--- config.mk ---
export PLATFORM = sky130hd
export DESIGN_NAME = decoder_stage_controller
export DESIGN_NICKNAME = d
export VERILOG_FILES = /design/src/hw/decoder_params_pkg.sv /design/src/hw/stage_control_pkg.sv /design/src/hw/decoder_stage_controller.sv /design/src/hw/command_fifo.sv /design/src/hw/round_statistics.sv /design/src/hw/deadlock_monitor.sv /design/src/hw/stage_sequencer.sv
export SDC_FILE = /design/constraint.sdc
export NUM_CORES = 1
export LEC_CHECK = 0
export CAP_MARGIN = 20
export CORE_MARGIN = 8
export CORE_UTILIZATION = 30
export DETAILED_ROUTE_END_ITERATION = 7
export DONT_BUFFER_PORTS = 1
export PLACE_DENSITY = 0.43
export SLEW_MARGIN = 20
export SYNTH_ARGS = -nofsm -noshare
export SYNTH_HDL_FRONTEND = slang
export SYNTH_HIERARCHICAL = 1
export SYNTH_SLANG_ARGS = --single-unit
export TNS_END_PERCENT = 10
--- constraint.sdc ---
create_clock -name clk -period 6.3 [get_ports clk]
set_input_delay 0.315 -clock clk [delete_from_list [all_inputs] [get_ports clk]]
set_output_delay 0.315 -clock clk [all_outputs]
set_load 0.02 [all_outputs]
--- src/hw/decoder_params_pkg.sv ---
package decoder_params_pkg;

    // counter widths
    // up to 255 grow iterations per round
    localparam int ITERATION_COUNTER_WIDTH = 8;
    localparam int CYCLE_COUNTER_WIDTH = 32;

    // default code geometry
    localparam int DEFAULT_CODE_DISTANCE = 3;

    // minimum cycles per timed stage
    // grow only needs the boundary update to settle
    localparam int DEFAULT_BOUNDARY_GROW_DELAY = 3;
    // spread and sync cover the message path through the array
    localparam int DEFAULT_SPREAD_CLUSTER_DELAY = 9;
    localparam int DEFAULT_SYNC_IS_ODD_CLUSTER_DELAY = 9;

    // outbound command queue
    localparam int DEFAULT_FIFO_DEPTH = 16;

    // deadlock threshold is this many cycles per processing unit
    localparam int DEADLOCK_FACTOR = 10;

endpackage
--- src/hw/stage_control_pkg.sv ---
package stage_control_pkg;

    // decoding round stages
    typedef enum logic [2:0] {
        stage_idle                = 3'd0,
        stage_measurement_loading = 3'd1,
        stage_spread_cluster      = 3'd2,
        stage_grow_boundary       = 3'd3,
        stage_sync_is_odd_cluster = 3'd4,
        stage_result_calculating  = 3'd5
    } stage_t;

    // command words to the downstream chain
    typedef enum logic [2:0] {
        // no command, default on the issue port
        cmd_none    = 3'd0,
        // step to the next stage
        cmd_advance = 3'd1,
        // all clusters resolved
        cmd_finish  = 3'd2,
        // deadlock abort from spread or sync
        cmd_abort   = 3'd3
    } command_t;

    // status reported back by the processing array
    typedef struct packed {
        // some unit still has a message in transit
        logic message_flying;
        // at least one cluster has odd cardinality
        logic odd_clusters;
    } downstream_status_t;

    // per-round report, 42 bits
    typedef struct packed {
        logic                                                  result_valid;
        logic                                                  deadlock;
        logic [decoder_params_pkg::ITERATION_COUNTER_WIDTH-1:0] iteration_counter;
        logic [decoder_params_pkg::CYCLE_COUNTER_WIDTH-1:0]     cycle_counter;
    } round_report_t;

endpackage

--- src/hw/decoder_stage_controller.sv ---
`timescale 1ns/1ps

module decoder_stage_controller #(
    parameter int CODE_DISTANCE_X = decoder_params_pkg::DEFAULT_CODE_DISTANCE,
    parameter int CODE_DISTANCE_Z = decoder_params_pkg::DEFAULT_CODE_DISTANCE,
    parameter int BOUNDARY_GROW_DELAY = decoder_params_pkg::DEFAULT_BOUNDARY_GROW_DELAY,
    parameter int SPREAD_CLUSTER_DELAY = decoder_params_pkg::DEFAULT_SPREAD_CLUSTER_DELAY,
    parameter int SYNC_IS_ODD_CLUSTER_DELAY =
        decoder_params_pkg::DEFAULT_SYNC_IS_ODD_CLUSTER_DELAY,
    parameter int FIFO_DEPTH = decoder_params_pkg::DEFAULT_FIFO_DEPTH
) (
    input  logic                                 clk,
    input  logic                                 reset,
    input  logic                                 new_round_start,
    input  stage_control_pkg::downstream_status_t status,
    input  logic                                 cmd_ready,
    output stage_control_pkg::round_report_t     report,
    output stage_control_pkg::command_t          cmd_data,
    output logic                                 cmd_valid
);
    import stage_control_pkg::*;
    import decoder_params_pkg::*;

    // one measurement round per unit of the larger distance
    localparam int MEASUREMENT_ROUNDS =
        (CODE_DISTANCE_X > CODE_DISTANCE_Z) ? CODE_DISTANCE_X : CODE_DISTANCE_Z;
    localparam int PU_COUNT = CODE_DISTANCE_X * CODE_DISTANCE_Z * MEASUREMENT_ROUNDS;
    // 270 at distance 3
    localparam int DEADLOCK_THRESHOLD = PU_COUNT * DEADLOCK_FACTOR;

    stage_t   stage;
    logic     stage_timeout;
    logic     deadlock;
    logic     issue_valid;
    command_t issue_cmd;
    logic     fifo_full;
    logic     fifo_empty;

    stage_sequencer #(
        .BOUNDARY_GROW_DELAY      (BOUNDARY_GROW_DELAY),
        .SPREAD_CLUSTER_DELAY     (SPREAD_CLUSTER_DELAY),
        .SYNC_IS_ODD_CLUSTER_DELAY(SYNC_IS_ODD_CLUSTER_DELAY)
    ) i_sequencer (
        .clk            (clk),
        .reset          (reset),
        .new_round_start(new_round_start),
        .status         (status),
        .stage_timeout  (stage_timeout),
        .full           (fifo_full),
        .stage          (stage),
        .issue_valid    (issue_valid),
        .issue_cmd      (issue_cmd)
    );

    deadlock_monitor #(
        .DEADLOCK_THRESHOLD(DEADLOCK_THRESHOLD)
    ) i_deadlock_monitor (
        .clk            (clk),
        .reset          (reset),
        .new_round_start(new_round_start),
        .stage          (stage),
        .stage_timeout  (stage_timeout),
        .deadlock       (deadlock)
    );

    round_statistics i_round_statistics (
        .clk     (clk),
        .reset   (reset),
        .stage   (stage),
        .deadlock(deadlock),
        .report  (report)
    );

    // outbound queue, the sink pops on ready
    command_fifo #(
        .DEPTH(FIFO_DEPTH)
    ) i_command_fifo (
        .clk  (clk),
        .reset(reset),
        .wr_en(issue_valid),
        .din  (issue_cmd),
        .rd_en(cmd_ready),
        .full (fifo_full),
        .empty(fifo_empty),
        .dout (cmd_data)
    );

    assign cmd_valid = !fifo_empty;

endmodule

--- src/hw/command_fifo.sv ---
`timescale 1ns/1ps

module command_fifo #(
    parameter int DEPTH = decoder_params_pkg::DEFAULT_FIFO_DEPTH
) (
    input  logic                        clk,
    input  logic                        reset,
    input  logic                        wr_en,
    input  stage_control_pkg::command_t din,
    input  logic                        rd_en,
    output logic                        full,
    output logic                        empty,
    output stage_control_pkg::command_t dout
);
    import stage_control_pkg::*;

    localparam int PTR_WIDTH = $clog2(DEPTH);
    localparam int COUNT_WIDTH = $clog2(DEPTH + 1);
    localparam logic [PTR_WIDTH-1:0] LAST_SLOT = PTR_WIDTH'(DEPTH - 1);
    localparam logic [COUNT_WIDTH-1:0] FULL_COUNT = COUNT_WIDTH'(DEPTH);

    command_t               mem [DEPTH];
    logic [PTR_WIDTH-1:0]   wr_ptr;
    logic [PTR_WIDTH-1:0]   rd_ptr;
    logic [COUNT_WIDTH-1:0] count;
    logic                   do_write;
    logic                   do_read;

    assign full = (count == FULL_COUNT);
    assign empty = (count == '0);

    // writes past full and reads from empty are dropped
    assign do_write = wr_en && !full;
    assign do_read = rd_en && !empty;

    // head word shows without a read request
    assign dout = mem[rd_ptr];

    always_ff @(posedge clk) begin
        if (do_write) begin
            mem[wr_ptr] <= din;
        end
    end

    // pointers wrap at DEPTH, need not be a power of two
    always_ff @(posedge clk) begin
        if (reset) begin
            wr_ptr <= '0;
            rd_ptr <= '0;
            count <= '0;
        end else begin
            if (do_write) begin
                wr_ptr <= (wr_ptr == LAST_SLOT) ? '0 : wr_ptr + 1'b1;
            end
            if (do_read) begin
                rd_ptr <= (rd_ptr == LAST_SLOT) ? '0 : rd_ptr + 1'b1;
            end
            // simultaneous read and write keeps the count
            if (do_write && !do_read) begin
                count <= count + 1'b1;
            end else if (do_read && !do_write) begin
                count <= count - 1'b1;
            end
        end
    end

endmodule

--- src/hw/round_statistics.sv ---
`timescale 1ns/1ps

module round_statistics (
    input  logic                             clk,
    input  logic                             reset,
    input  stage_control_pkg::stage_t        stage,
    input  logic                             deadlock,
    output stage_control_pkg::round_report_t report
);
    import stage_control_pkg::*;
    import decoder_params_pkg::*;

    stage_t                             prev_stage;
    logic                               sync_exit;
    logic                               result_valid;
    logic [ITERATION_COUNTER_WIDTH-1:0] iteration_counter;
    logic [CYCLE_COUNTER_WIDTH-1:0]     cycle_counter;

    always_ff @(posedge clk) begin
        if (reset) begin
            prev_stage <= stage_idle;
        end else begin
            prev_stage <= stage;
        end
    end

    // completed sync, either more growing or done
    // an abort to idle does not count
    assign sync_exit = (prev_stage == stage_sync_is_odd_cluster) &&
                       ((stage == stage_grow_boundary) ||
                        (stage == stage_result_calculating));

    always_ff @(posedge clk) begin
        if (reset) begin
            iteration_counter <= '0;
        end else if (stage == stage_measurement_loading) begin
            iteration_counter <= '0;
        end else if (sync_exit) begin
            iteration_counter <= iteration_counter + 1'b1;
        end
    end

    // result stage is one cycle, so it always steps to idle here
    always_ff @(posedge clk) begin
        if (reset) begin
            result_valid <= 1'b0;
        end else if (stage == stage_measurement_loading) begin
            result_valid <= 1'b0;
        end else if (stage == stage_result_calculating) begin
            result_valid <= 1'b1;
        end
    end

    // round length, frozen once the result is valid
    // idle without a result means no round running
    always_ff @(posedge clk) begin
        if (reset) begin
            cycle_counter <= '0;
        end else if (stage == stage_measurement_loading) begin
            cycle_counter <= CYCLE_COUNTER_WIDTH'(1);
        end else if (!result_valid && (stage != stage_idle)) begin
            cycle_counter <= cycle_counter + 1'b1;
        end
    end

    always_comb begin
        report.result_valid = result_valid;
        report.deadlock = deadlock;
        report.iteration_counter = iteration_counter;
        report.cycle_counter = cycle_counter;
    end

endmodule

--- src/hw/deadlock_monitor.sv ---
`timescale 1ns/1ps

module deadlock_monitor #(
    parameter int DEADLOCK_THRESHOLD = 270
) (
    input  logic                      clk,
    input  logic                      reset,
    input  logic                      new_round_start,
    input  stage_control_pkg::stage_t stage,
    output logic                      stage_timeout,
    output logic                      deadlock
);
    import stage_control_pkg::*;
    import decoder_params_pkg::*;

    logic [CYCLE_COUNTER_WIDTH-1:0] cycles_in_stage;

    // cycles spent waiting on the array
    // spread and sync accumulate, grow restarts the count
    always_ff @(posedge clk) begin
        if (reset) begin
            cycles_in_stage <= '0;
        end else begin
            case (stage)
                stage_idle, stage_measurement_loading, stage_grow_boundary: begin
                    cycles_in_stage <= '0;
                end
                stage_spread_cluster, stage_sync_is_odd_cluster: begin
                    cycles_in_stage <= cycles_in_stage + 1'b1;
                end
                default: begin
                    cycles_in_stage <= cycles_in_stage;
                end
            endcase
        end
    end

    // level while over the limit
    assign stage_timeout = (cycles_in_stage > DEADLOCK_THRESHOLD);

    // sticky for the rest of the round
    always_ff @(posedge clk) begin
        if (reset) begin
            deadlock <= 1'b0;
        end else if (new_round_start) begin
            deadlock <= 1'b0;
        end else if (stage_timeout) begin
            deadlock <= 1'b1;
        end
    end

endmodule

--- src/hw/stage_sequencer.sv ---
`timescale 1ns/1ps

module stage_sequencer #(
    parameter int BOUNDARY_GROW_DELAY = decoder_params_pkg::DEFAULT_BOUNDARY_GROW_DELAY,
    parameter int SPREAD_CLUSTER_DELAY = decoder_params_pkg::DEFAULT_SPREAD_CLUSTER_DELAY,
    parameter int SYNC_IS_ODD_CLUSTER_DELAY =
        decoder_params_pkg::DEFAULT_SYNC_IS_ODD_CLUSTER_DELAY
) (
    input  logic                                 clk,
    input  logic                                 reset,
    input  logic                                 new_round_start,
    input  stage_control_pkg::downstream_status_t status,
    input  logic                                 stage_timeout,
    input  logic                                 full,
    output stage_control_pkg::stage_t            stage,
    output logic                                 issue_valid,
    output stage_control_pkg::command_t          issue_cmd
);
    import stage_control_pkg::*;

    // counter sized for the longest stage
    localparam int SPREAD_SYNC_MAX = (SPREAD_CLUSTER_DELAY > SYNC_IS_ODD_CLUSTER_DELAY) ?
        SPREAD_CLUSTER_DELAY : SYNC_IS_ODD_CLUSTER_DELAY;
    localparam int MAXIMUM_DELAY = (BOUNDARY_GROW_DELAY > SPREAD_SYNC_MAX) ?
        BOUNDARY_GROW_DELAY : SPREAD_SYNC_MAX;
    localparam int COUNTER_WIDTH = $clog2(MAXIMUM_DELAY + 1);

    localparam logic [COUNTER_WIDTH-1:0] GROW_LAST = COUNTER_WIDTH'(BOUNDARY_GROW_DELAY);
    localparam logic [COUNTER_WIDTH-1:0] SPREAD_LAST = COUNTER_WIDTH'(SPREAD_CLUSTER_DELAY);
    localparam logic [COUNTER_WIDTH-1:0] SYNC_LAST = COUNTER_WIDTH'(SYNC_IS_ODD_CLUSTER_DELAY);

    logic [COUNTER_WIDTH-1:0] delay_counter;
    logic [COUNTER_WIDTH-1:0] stage_delay;
    logic                     delay_done;
    stage_t                   stage_next;

    // minimum dwell of the current stage
    // untimed stages use zero so they are always done
    always_comb begin
        case (stage)
            stage_spread_cluster:      stage_delay = SPREAD_LAST;
            stage_sync_is_odd_cluster: stage_delay = SYNC_LAST;
            stage_grow_boundary:       stage_delay = GROW_LAST;
            default:                   stage_delay = '0;
        endcase
    end

    assign delay_done = (delay_counter >= stage_delay);

    // next stage and the command written on the hand-off
    // every hand-off needs queue space, else the stage holds
    always_comb begin
        stage_next = stage;
        issue_valid = 1'b0;
        issue_cmd = cmd_none;
        case (stage)
            stage_idle: begin
                if (new_round_start && !full) begin
                    stage_next = stage_measurement_loading;
                    issue_valid = 1'b1;
                    issue_cmd = cmd_advance;
                end
            end
            stage_measurement_loading: begin
                // single cycle, syndrome comes from the external buffer
                stage_next = stage_spread_cluster;
            end
            stage_spread_cluster: begin
                if (delay_done && !full) begin
                    if (!status.message_flying) begin
                        stage_next = stage_sync_is_odd_cluster;
                        issue_valid = 1'b1;
                        issue_cmd = cmd_advance;
                    end else if (stage_timeout) begin
                        // array never drained, give up on the round
                        stage_next = stage_idle;
                        issue_valid = 1'b1;
                        issue_cmd = cmd_abort;
                    end
                end
            end
            stage_grow_boundary: begin
                // grow leaves on its delay alone
                if (delay_done && !full) begin
                    stage_next = stage_spread_cluster;
                    issue_valid = 1'b1;
                    issue_cmd = cmd_advance;
                end
            end
            stage_sync_is_odd_cluster: begin
                if (delay_done && !full) begin
                    if (!status.message_flying) begin
                        if (status.odd_clusters) begin
                            // another grow iteration
                            stage_next = stage_grow_boundary;
                            issue_valid = 1'b1;
                            issue_cmd = cmd_advance;
                        end else begin
                            stage_next = stage_result_calculating;
                            issue_valid = 1'b1;
                            issue_cmd = cmd_finish;
                        end
                    end else if (stage_timeout) begin
                        stage_next = stage_idle;
                        issue_valid = 1'b1;
                        issue_cmd = cmd_abort;
                    end
                end
            end
            stage_result_calculating: begin
                stage_next = stage_idle;
            end
            default: begin
                stage_next = stage_idle;
            end
        endcase
    end

    // stage register and dwell counter
    always_ff @(posedge clk) begin
        if (reset) begin
            stage <= stage_idle;
            delay_counter <= '0;
        end else begin
            stage <= stage_next;
            if (stage_next != stage) begin
                // restart dwell on every hand-off
                delay_counter <= '0;
            end else if (!delay_done) begin
                delay_counter <= delay_counter + 1'b1;
            end
        end
    end

endmodule

After elaboration in Yosys (flattened, before gate mapping)
Memories as Yosys holds them, arrays and structs flattened. A register that Yosys moved wholly into a read port is not among the register bits. Index checks and enable logic that the tools add are counted.

Output and inout port bits: 46. Memories: 1. Word-level logic and storage cells: 94. Bits of input ports: 6. Register bits after elaboration: 97. RAM bits: 48.

Eq/ne operators: 10. Magnitude comparators: 2. Muxes and demuxes: 36. Reductions and logical operators: 25. Add/subtract/negate cells: 8.

Memories: i_command_fifo.mem (depth 16, bits a word 3, rd ports 1, clocked after Yosys merged registers in 1, wr ports 1, line command_fifo.sv:22) `command_t mem [DEPTH];`.

Operator list (count): 32-bit by 1-bit adder with 32-bit output, second input constant (2); 32-bit case mux with 2 select lines (1); 3-bit 2-to-1 mux (11); 32-bit by 9-bit > comparator with 1-bit output, second input constant (1); 4-bit 2-to-1 mux (4); 3-bit case mux with 5 select lines (1); 4-bit by 1-bit adder with 4-bit output, second input constant (3); 3-bit case mux with 4 select lines (1); 1-bit 2-to-1 mux (11); 5-bit 2-to-1 mux (2); 3-bit equality test, second input constant (3); 8-bit by 1-bit adder with 8-bit output, second input constant (1); 4-bit equality test, second input constant (2); 1-bit logical AND (8); 4-bit case mux with 2 select lines (1); 2-bit OR reduction (4); 3-bit by 2-bit equality test with 1-bit output, second input constant (2); 2-bit 2-to-1 mux (3); 2-bit nonzero test (3); 5-bit by 1-bit adder with 5-bit output, second input constant (1); 5-bit equality test, second input constant (1); 1-bit zero test (5); 5-bit zero test (1); 5-bit by 1-bit subtractor with 5-bit output, second input constant (1); 8 further kinds (8).

Logic depth before layout (Yosys ltp)
Depth in word-level cells: 12. Gate-level depth with buffers: 19. Gate-level depth less buffers: 18.

By module
Netlist, hierarchy kept.

Modules (own cells, without submodules): command_fifo (area each 2807.7 um^2, cells an instance 190, times used 1, seq. area each 1781.7 um^2); round_statistics (area each 2197.1 um^2, cells an instance 253, times used 1, seq. area each 880.8 um^2); deadlock_monitor (area each 1794.2 um^2, cells an instance 213, times used 1, seq. area each 660.6 um^2); stage_sequencer (area each 631.9 um^2, cells an instance 74, times used 1, seq. area each 140.1 um^2); decoder_stage_controller (area each 3.8 um^2, cells an instance 1, times used 1, seq. area each 0.0 um^2).

Worst setup path before layout
No wires, ideal clock.

Path type: flip-flop to flip-flop. Start: register i_sequencer.stage[0]. End: register i_command_fifo.count[4]. Path buffers: 1. Data required time: 6179 ps. Setup time: 121 ps. Cell stages (with the launch flop): 20. Setup slack: 2446 ps. Clock period less this slack: 3854 ps. Arrival: 3734 ps. Cell sequence: dfxtp_1 clkbuf_1 nor2_1 nand2_1 nand2_1 ha_1 nand2b_4 a2111oi_4 nor2_1 nand2_1 nand2_1 o21ai_4 inv_4 ha_1 inv_1 ha_1 a21oi_1 a211oi_1 a31oi_1 mux2_2.

Longest elaborated chain between the ends: 11. Elaborated cells on any way between the ends: 17. Classes of those cells: 1 x order compare; 3 x eq/ne; 5 x mux; 8 x reduce/logical.

Ends and longest elaborated chain: from (decl) (line stage_sequencer.sv:15) `output stage_control_pkg::stage_t stage,`; from (signal assigned) (line stage_sequencer.sv:122) `stage <= stage_idle;`; from (signal assigned) (line stage_sequencer.sv:125) `stage <= stage_next;`; 3-bit by 2-bit equality test with 1-bit output or 3-bit equality test (tied branches) (line stage_sequencer.sv:40, stage_sequencer.sv:56); 2-bit OR reduction (no line); 4-bit case mux with 2 select lines (line stage_sequencer.sv:40) `case (stage)`; 4-bit greater-or-equal comparator (line stage_sequencer.sv:48) `assign delay_done = (delay_counter >= stage_delay);`; 1-bit logical AND (line stage_sequencer.sv:69, stage_sequencer.sv:84, stage_sequencer.sv:91); 1-bit 2-to-1 mux, on equally long branches (line stage_sequencer.sv:91, stage_sequencer.sv:84); 1-bit case mux with 3 select lines (*) (line stage_sequencer.sv:56) `case (stage)`; named net issue_valid (line decoder_stage_controller.sv:34) `logic issue_valid;`; 1-bit logical AND (*) (line command_fifo.sv:33) `assign do_write = wr_en && !full;`; named net i_command_fifo.do_write (line command_fifo.sv:26) `logic do_write;`; 1-bit zero test (line command_fifo.sv:61) `end else if (do_read && !do_write) begin`; 1-bit logical AND (line command_fifo.sv:61); 2-bit nonzero test (no line); to (signal assigned) (line command_fifo.sv:60) `count <= count + 1'b1;`; to (signal assigned) (line command_fifo.sv:62) `count <= count - 1'b1;`; to (decl) (line command_fifo.sv:25) `logic [COUNT_WIDTH-1:0] count;`.

Mark *: on every way through the listed nets, which the timed path passes. The rest lies on a longest branch. A chain may end at the register's enable or synchronous reset.

Worst setup path after layout
Start: register i_sequencer.stage[1]. End: register i_command_fifo.count[4].

Same word-level chain as after synthesis.

==> impl_results.rst <==
.. list-table::
   :header-rows: 1

   * - Metric
     - Value
   * - Run status
     - finished, final reports clean
   * - Share of synthesized area spent on multiplexers
     - 0.06765
   * - Peak supply drop
     - 0.1754 mV
   * - Core Box Area
     - 24,320 µm²
   * - Detail-routed net length per standard cell
     - 16.36 µm
   * - Final Net Count
     - 755
   * - Total power
     - 2.519 mW
   * - CTS root buffer
     - sky130_fd_sc_hd__clkbuf_16
   * - Detailed Routing Iterations Pass 1
     - 6
   * - Internal power
     - 1.767 mW
   * - Die width
     - 173.4 µm
   * - Share of the clock period used by the worst path
     - 0.6980
   * - Largest net degree at the start of global routing
     - 30
   * - Total power per unit cell area
     - 302.2 nW/µm²
   * - Clock buffers created by TritonCTS
     - 17
   * - Slew Limit Headroom
     - 0.3594
   * - Post-Synth Adder-Cell Area
     - 0.03299
   * - Buffer depth of the longest clock path
     - 2
   * - Setup repair after global routing missed its margin
     - false
   * - Final hold violations
     - 0
   * - GRT Util Overall
     - 0.1180
   * - Measured slew at the worst slew-check pin
     - 0.9578 ns
   * - Static power due to leakage
     - 2.595 nW
   * - Number of buffers inserted by port buffering
     - 0
   * - Register-to-Register Setup Slack
     - 1.90 ns
   * - Ratio of cells with drive above 1 in the final layout
     - 0.1050
   * - Top cells by instance count after synthesis
     - 101 x sky130_fd_sc_hd__dfxtp_1, 64 x sky130_fd_sc_hd__nand2_1, 48 x sky130_fd_sc_hd__edfxtp_1, 48 x sky130_fd_sc_hd__nor2_1, 44 x sky130_fd_sc_hd__a21oi_1
   * - Data required time of the worst path
     - 6.61 ns
   * - Most numerous cell in the Yosys netlist
     - sky130_fd_sc_hd__dfxtp_1
   * - Antenna violations before repair
     - 0
   * - Instance count of the mapped netlist
     - 731
   * - Number of inserted filler cells in the final layout
     - 2,455
   * - Highest net fanout along the worst path
     - 22
   * - Highest clock rate
     - 227.4 MHz
   * - Signal arrival time at the worst endpoint
     - 4.71 ns
   * - Clock input transition at the sequential cells of the worst setup and hold paths
     - 0.07 ns
   * - DRC violations left
     - 0
   * - CTS sink cnt
     - 149
   * - Type of the setup path with the least slack
     - reg2reg
   * - Number of unique standard cell types used by synthesis
     - 77
   * - Nature of the critical path startpoint
     - flop
   * - Number of vias in the routed layout
     - 5,573
   * - Die area
     - 30,080 µm²
   * - Pins over their slew limit
     - 0
   * - Clock latency at the later pin of the worst-skew pair
     - 0.42 ns
   * - Parity-gate share of the synthesized area counting xor and xnor cells
     - 0.03299
   * - Top cells by area in the synthesized netlist
     - sky130_fd_sc_hd__dfxtp_1 27%, sky130_fd_sc_hd__edfxtp_1 19%, sky130_fd_sc_hd__mux4_2 3.6%, sky130_fd_sc_hd__nand2_1 3.2%, sky130_fd_sc_hd__ha_1 3.0%
   * - Number of violations of the max-capacitance limit
     - 0
   * - Post-CTS Repair Setup Buffers
     - 0
   * - DR iter-0 viols
     - 347
   * - Worst Skew
     - 0.009587 ns
   * - Routed Wire Length
     - 17,450 µm
   * - Dominant synthesized flop cell
     - sky130_fd_sc_hd__dfxtp_1
   * - Part of the total power dissipated in the clock network
     - 0.390
   * - Average via count per standard cell
     - 5.223
   * - Initial standard-cell utilization of the core
     - 0.3057
   * - Path class of the lowest-slack min-delay path
     - in2reg
   * - Final setup violation count
     - 0
   * - Count of synthesis-stage warnings from yosys
     - 6
   * - Mean Syn Cell Area
     - 10.17 µm²
   * - Area share of and/or/nand/nor cells after synthesis
     - 0.2535
   * - Number of global-route vias before repair
     - 5,358
   * - Floorplan row count
     - 57
   * - Share of total power in combinational logic
     - 0.173
   * - Element type at the critical path end
     - flop
   * - H-tree levels
     - 4
   * - Final estimated routing congestion in global placement
     - 0.7968
   * - Async SR Flop Fraction
     - 0
   * - Largest family of logic cells by synthesized area
     - simple AND/OR/NAND/NOR gates
   * - Total gr overflow
     - 0
   * - EDFF count, synth
     - 48
   * - Total half-perimeter wirelength after legalization and detailed placement
     - 12,000 µm
   * - Cell accounting for the most synthesized area
     - sky130_fd_sc_hd__dfxtp_1
   * - First-pass GRT wire length
     - 28,930 µm
   * - Signed area change from the synthesized netlist to the final layout
     - 12.12%
   * - Post-Route Setup TNS
     - 0 ns
   * - Nets in the synthesized netlist
     - 756
   * - Share of Yosys cell area claimed by the top area cell type
     - 0.2720
   * - TritonCTS clock tree
     - yes
   * - Number of antenna repair diodes
     - 0
   * - Die Ht
     - 173.4 µm
   * - Tmin final
     - 4.398 ns
   * - Switching component of the power
     - 752.2 µW
   * - Synthesized area
     - 7435 µm²
   * - Top-level port count
     - 52
   * - Share of total power in sequential cells
     - 0.437
   * - Sw Ratio
     - 0.2986
   * - Number of routed nets with antenna violations
     - 0
   * - Number of storage elements in the synthesis netlist
     - 149
   * - Share of the synthesized area in compound gates (AO/OA/AOI/OAI)
     - 0.1131
   * - Sequential fraction of the synthesis area
     - 0.4658
==> layout by cell type (no fill, tap or decap), drive strengths merged, types with 5 or more instances in the layout <==
cell	n
a22oi	7
o21ai	25
and2	17
nand3	22
mux2i	21
dfxtp	101
mux4	12
inv	31
and4	10
o31ai	17
a21oi	45
or4	20
clkbuf	17
nor2	48
and3	6
ha	18
nor4	24
nor3	19
nor2b	9
nor4b	5
or3	24
edfxtp	48
nand2b	16
xor2	11
nand2	64
nand4	20
xnor2	17
==> state kept, by name (all words and copies together) (netlist names), named ones only <==
name	cells
i_command_fifo/count	5
i_command_fifo/mem	48
i_command_fifo/rd_ptr	4
i_command_fifo/wr_ptr	4
i_deadlock_monitor/cycles_in_stage	32
i_deadlock_monitor/deadlock	1
i_round_statistics/cycle_counter	32
i_round_statistics/iteration_counter	8
i_round_statistics/prev_stage	3
i_round_statistics/result_valid	1
i_sequencer/delay_counter	4
i_sequencer/stage	3
==> power groups by stage <==
stage,clock (mW),combinational [mW],sequential [mW]
floorplan,0,0.365,1.09
global placement,0,0.421,1.12
detailed placement,0,0.432,1.12
CTS,1.02,0.438,1.10
global route,1.06,0.487,1.11
finish,0.983,0.436,1.10
==> worst paths after layout <==
kind                                                  startpoint                                                  end  cells past startpoint
max                              i_sequencer/stage[1]$_SDFF_PP0_                 i_command_fifo/count[4]$_SDFFE_PP0P_                     16
min                                                        reset    i_round_statistics/cycle_counter[26]$_SDFFE_PP0P_                      2
max reg2reg                      i_sequencer/stage[1]$_SDFF_PP0_                 i_command_fifo/count[4]$_SDFFE_PP0P_                     16
min reg2reg  i_deadlock_monitor/cycles_in_stage[31]$_SDFFE_PP0P_  i_deadlock_monitor/cycles_in_stage[31]$_SDFFE_PP0P_                      2
==> critical path: stages, from the launching register on <==
cell                        delay (ns)
sky130_fd_sc_hd__dfxtp_1          0.80
sky130_fd_sc_hd__nor2b_1          0.36
sky130_fd_sc_hd__nand2_1          0.14
sky130_fd_sc_hd__ha_1             0.41
sky130_fd_sc_hd__a2111oi_4        0.43
sky130_fd_sc_hd__nor2_1           0.17
sky130_fd_sc_hd__nand2_1          0.11
sky130_fd_sc_hd__nand2_1          0.13
sky130_fd_sc_hd__o21ai_4          0.16
sky130_fd_sc_hd__inv_4            0.07
sky130_fd_sc_hd__ha_1             0.25
sky130_fd_sc_hd__inv_1            0.17
sky130_fd_sc_hd__ha_1             0.30
sky130_fd_sc_hd__a21oi_1          0.18
sky130_fd_sc_hd__a211oi_1         0.10
sky130_fd_sc_hd__a31oi_1          0.17
sky130_fd_sc_hd__mux2_2           0.34
==> layer usage <==
layer | vias to the layer above | track usage | wire [µm]
met1 | 2733 | 0.1492 | 8282
met5 | - | 0 | 0
met2 | 87 | 0.1894 | 8202
met3 | 12 | 0.03659 | 750
met4 | 0 | 0.03629 | 218
li1 | 2741 | - | -
==> area by class of cell <==
cell class                 instances  area [µm²]  area share
clock buffer                      17       425.4     0.05104
clock inverter                    15       146.4     0.01756
inverter                          25       96.34     0.01156
multi-input combinational        529        3729      0.4473
sequential                       149        3463      0.4155
tap                              324       405.4     0.04863
timing repair buffer               8       70.07    0.008406
==> cell families after synthesis <==
kind of cell | Yosys count
AO/OA/AOI/OAI | 123
other | 1
AND/OR/NAND/NOR | 323
adder cells (fa/ha/maj) | 19
buffers and inverters | 53
XOR/XNOR | 28
flip-flops | 149
multiplexers | 35
==> through the flow <==
| stage | cells | util | instance area [µm²] | setup slack [ns] | hold WS (ns) |
|---|---|---|---|---|---|
| 6_report | 1067 | 0.3427 | 8335 | 1.902 | 0.08202 |
| 5_1_grt | 1067 | 0.3427 | 8335 | 1.563 | 0.06235 |
| 4_1_cts | 1067 | 0.3427 | 8335 | 1.945 | 0.05890 |
| 3_5_place_dp | 1031 | 0.3176 | 7724 | 1.946 | 0.3965 |
| 3_3_place_gp | 1031 | 0.3176 | 7724 | 2.143 | 0.3957 |
| 2_1_floorplan | 731 | - | 7435 | 2.446 | 0.3841 |
==> timing repair <==
| item | CTS | global route |
|---|---|---|
| gates resized for setup | 0 | 0 |
| hold buffers | 4 | 0 |
| endpoints found under the hold margin | 26 | 0 |
Power figures use the tool's default switching activity.
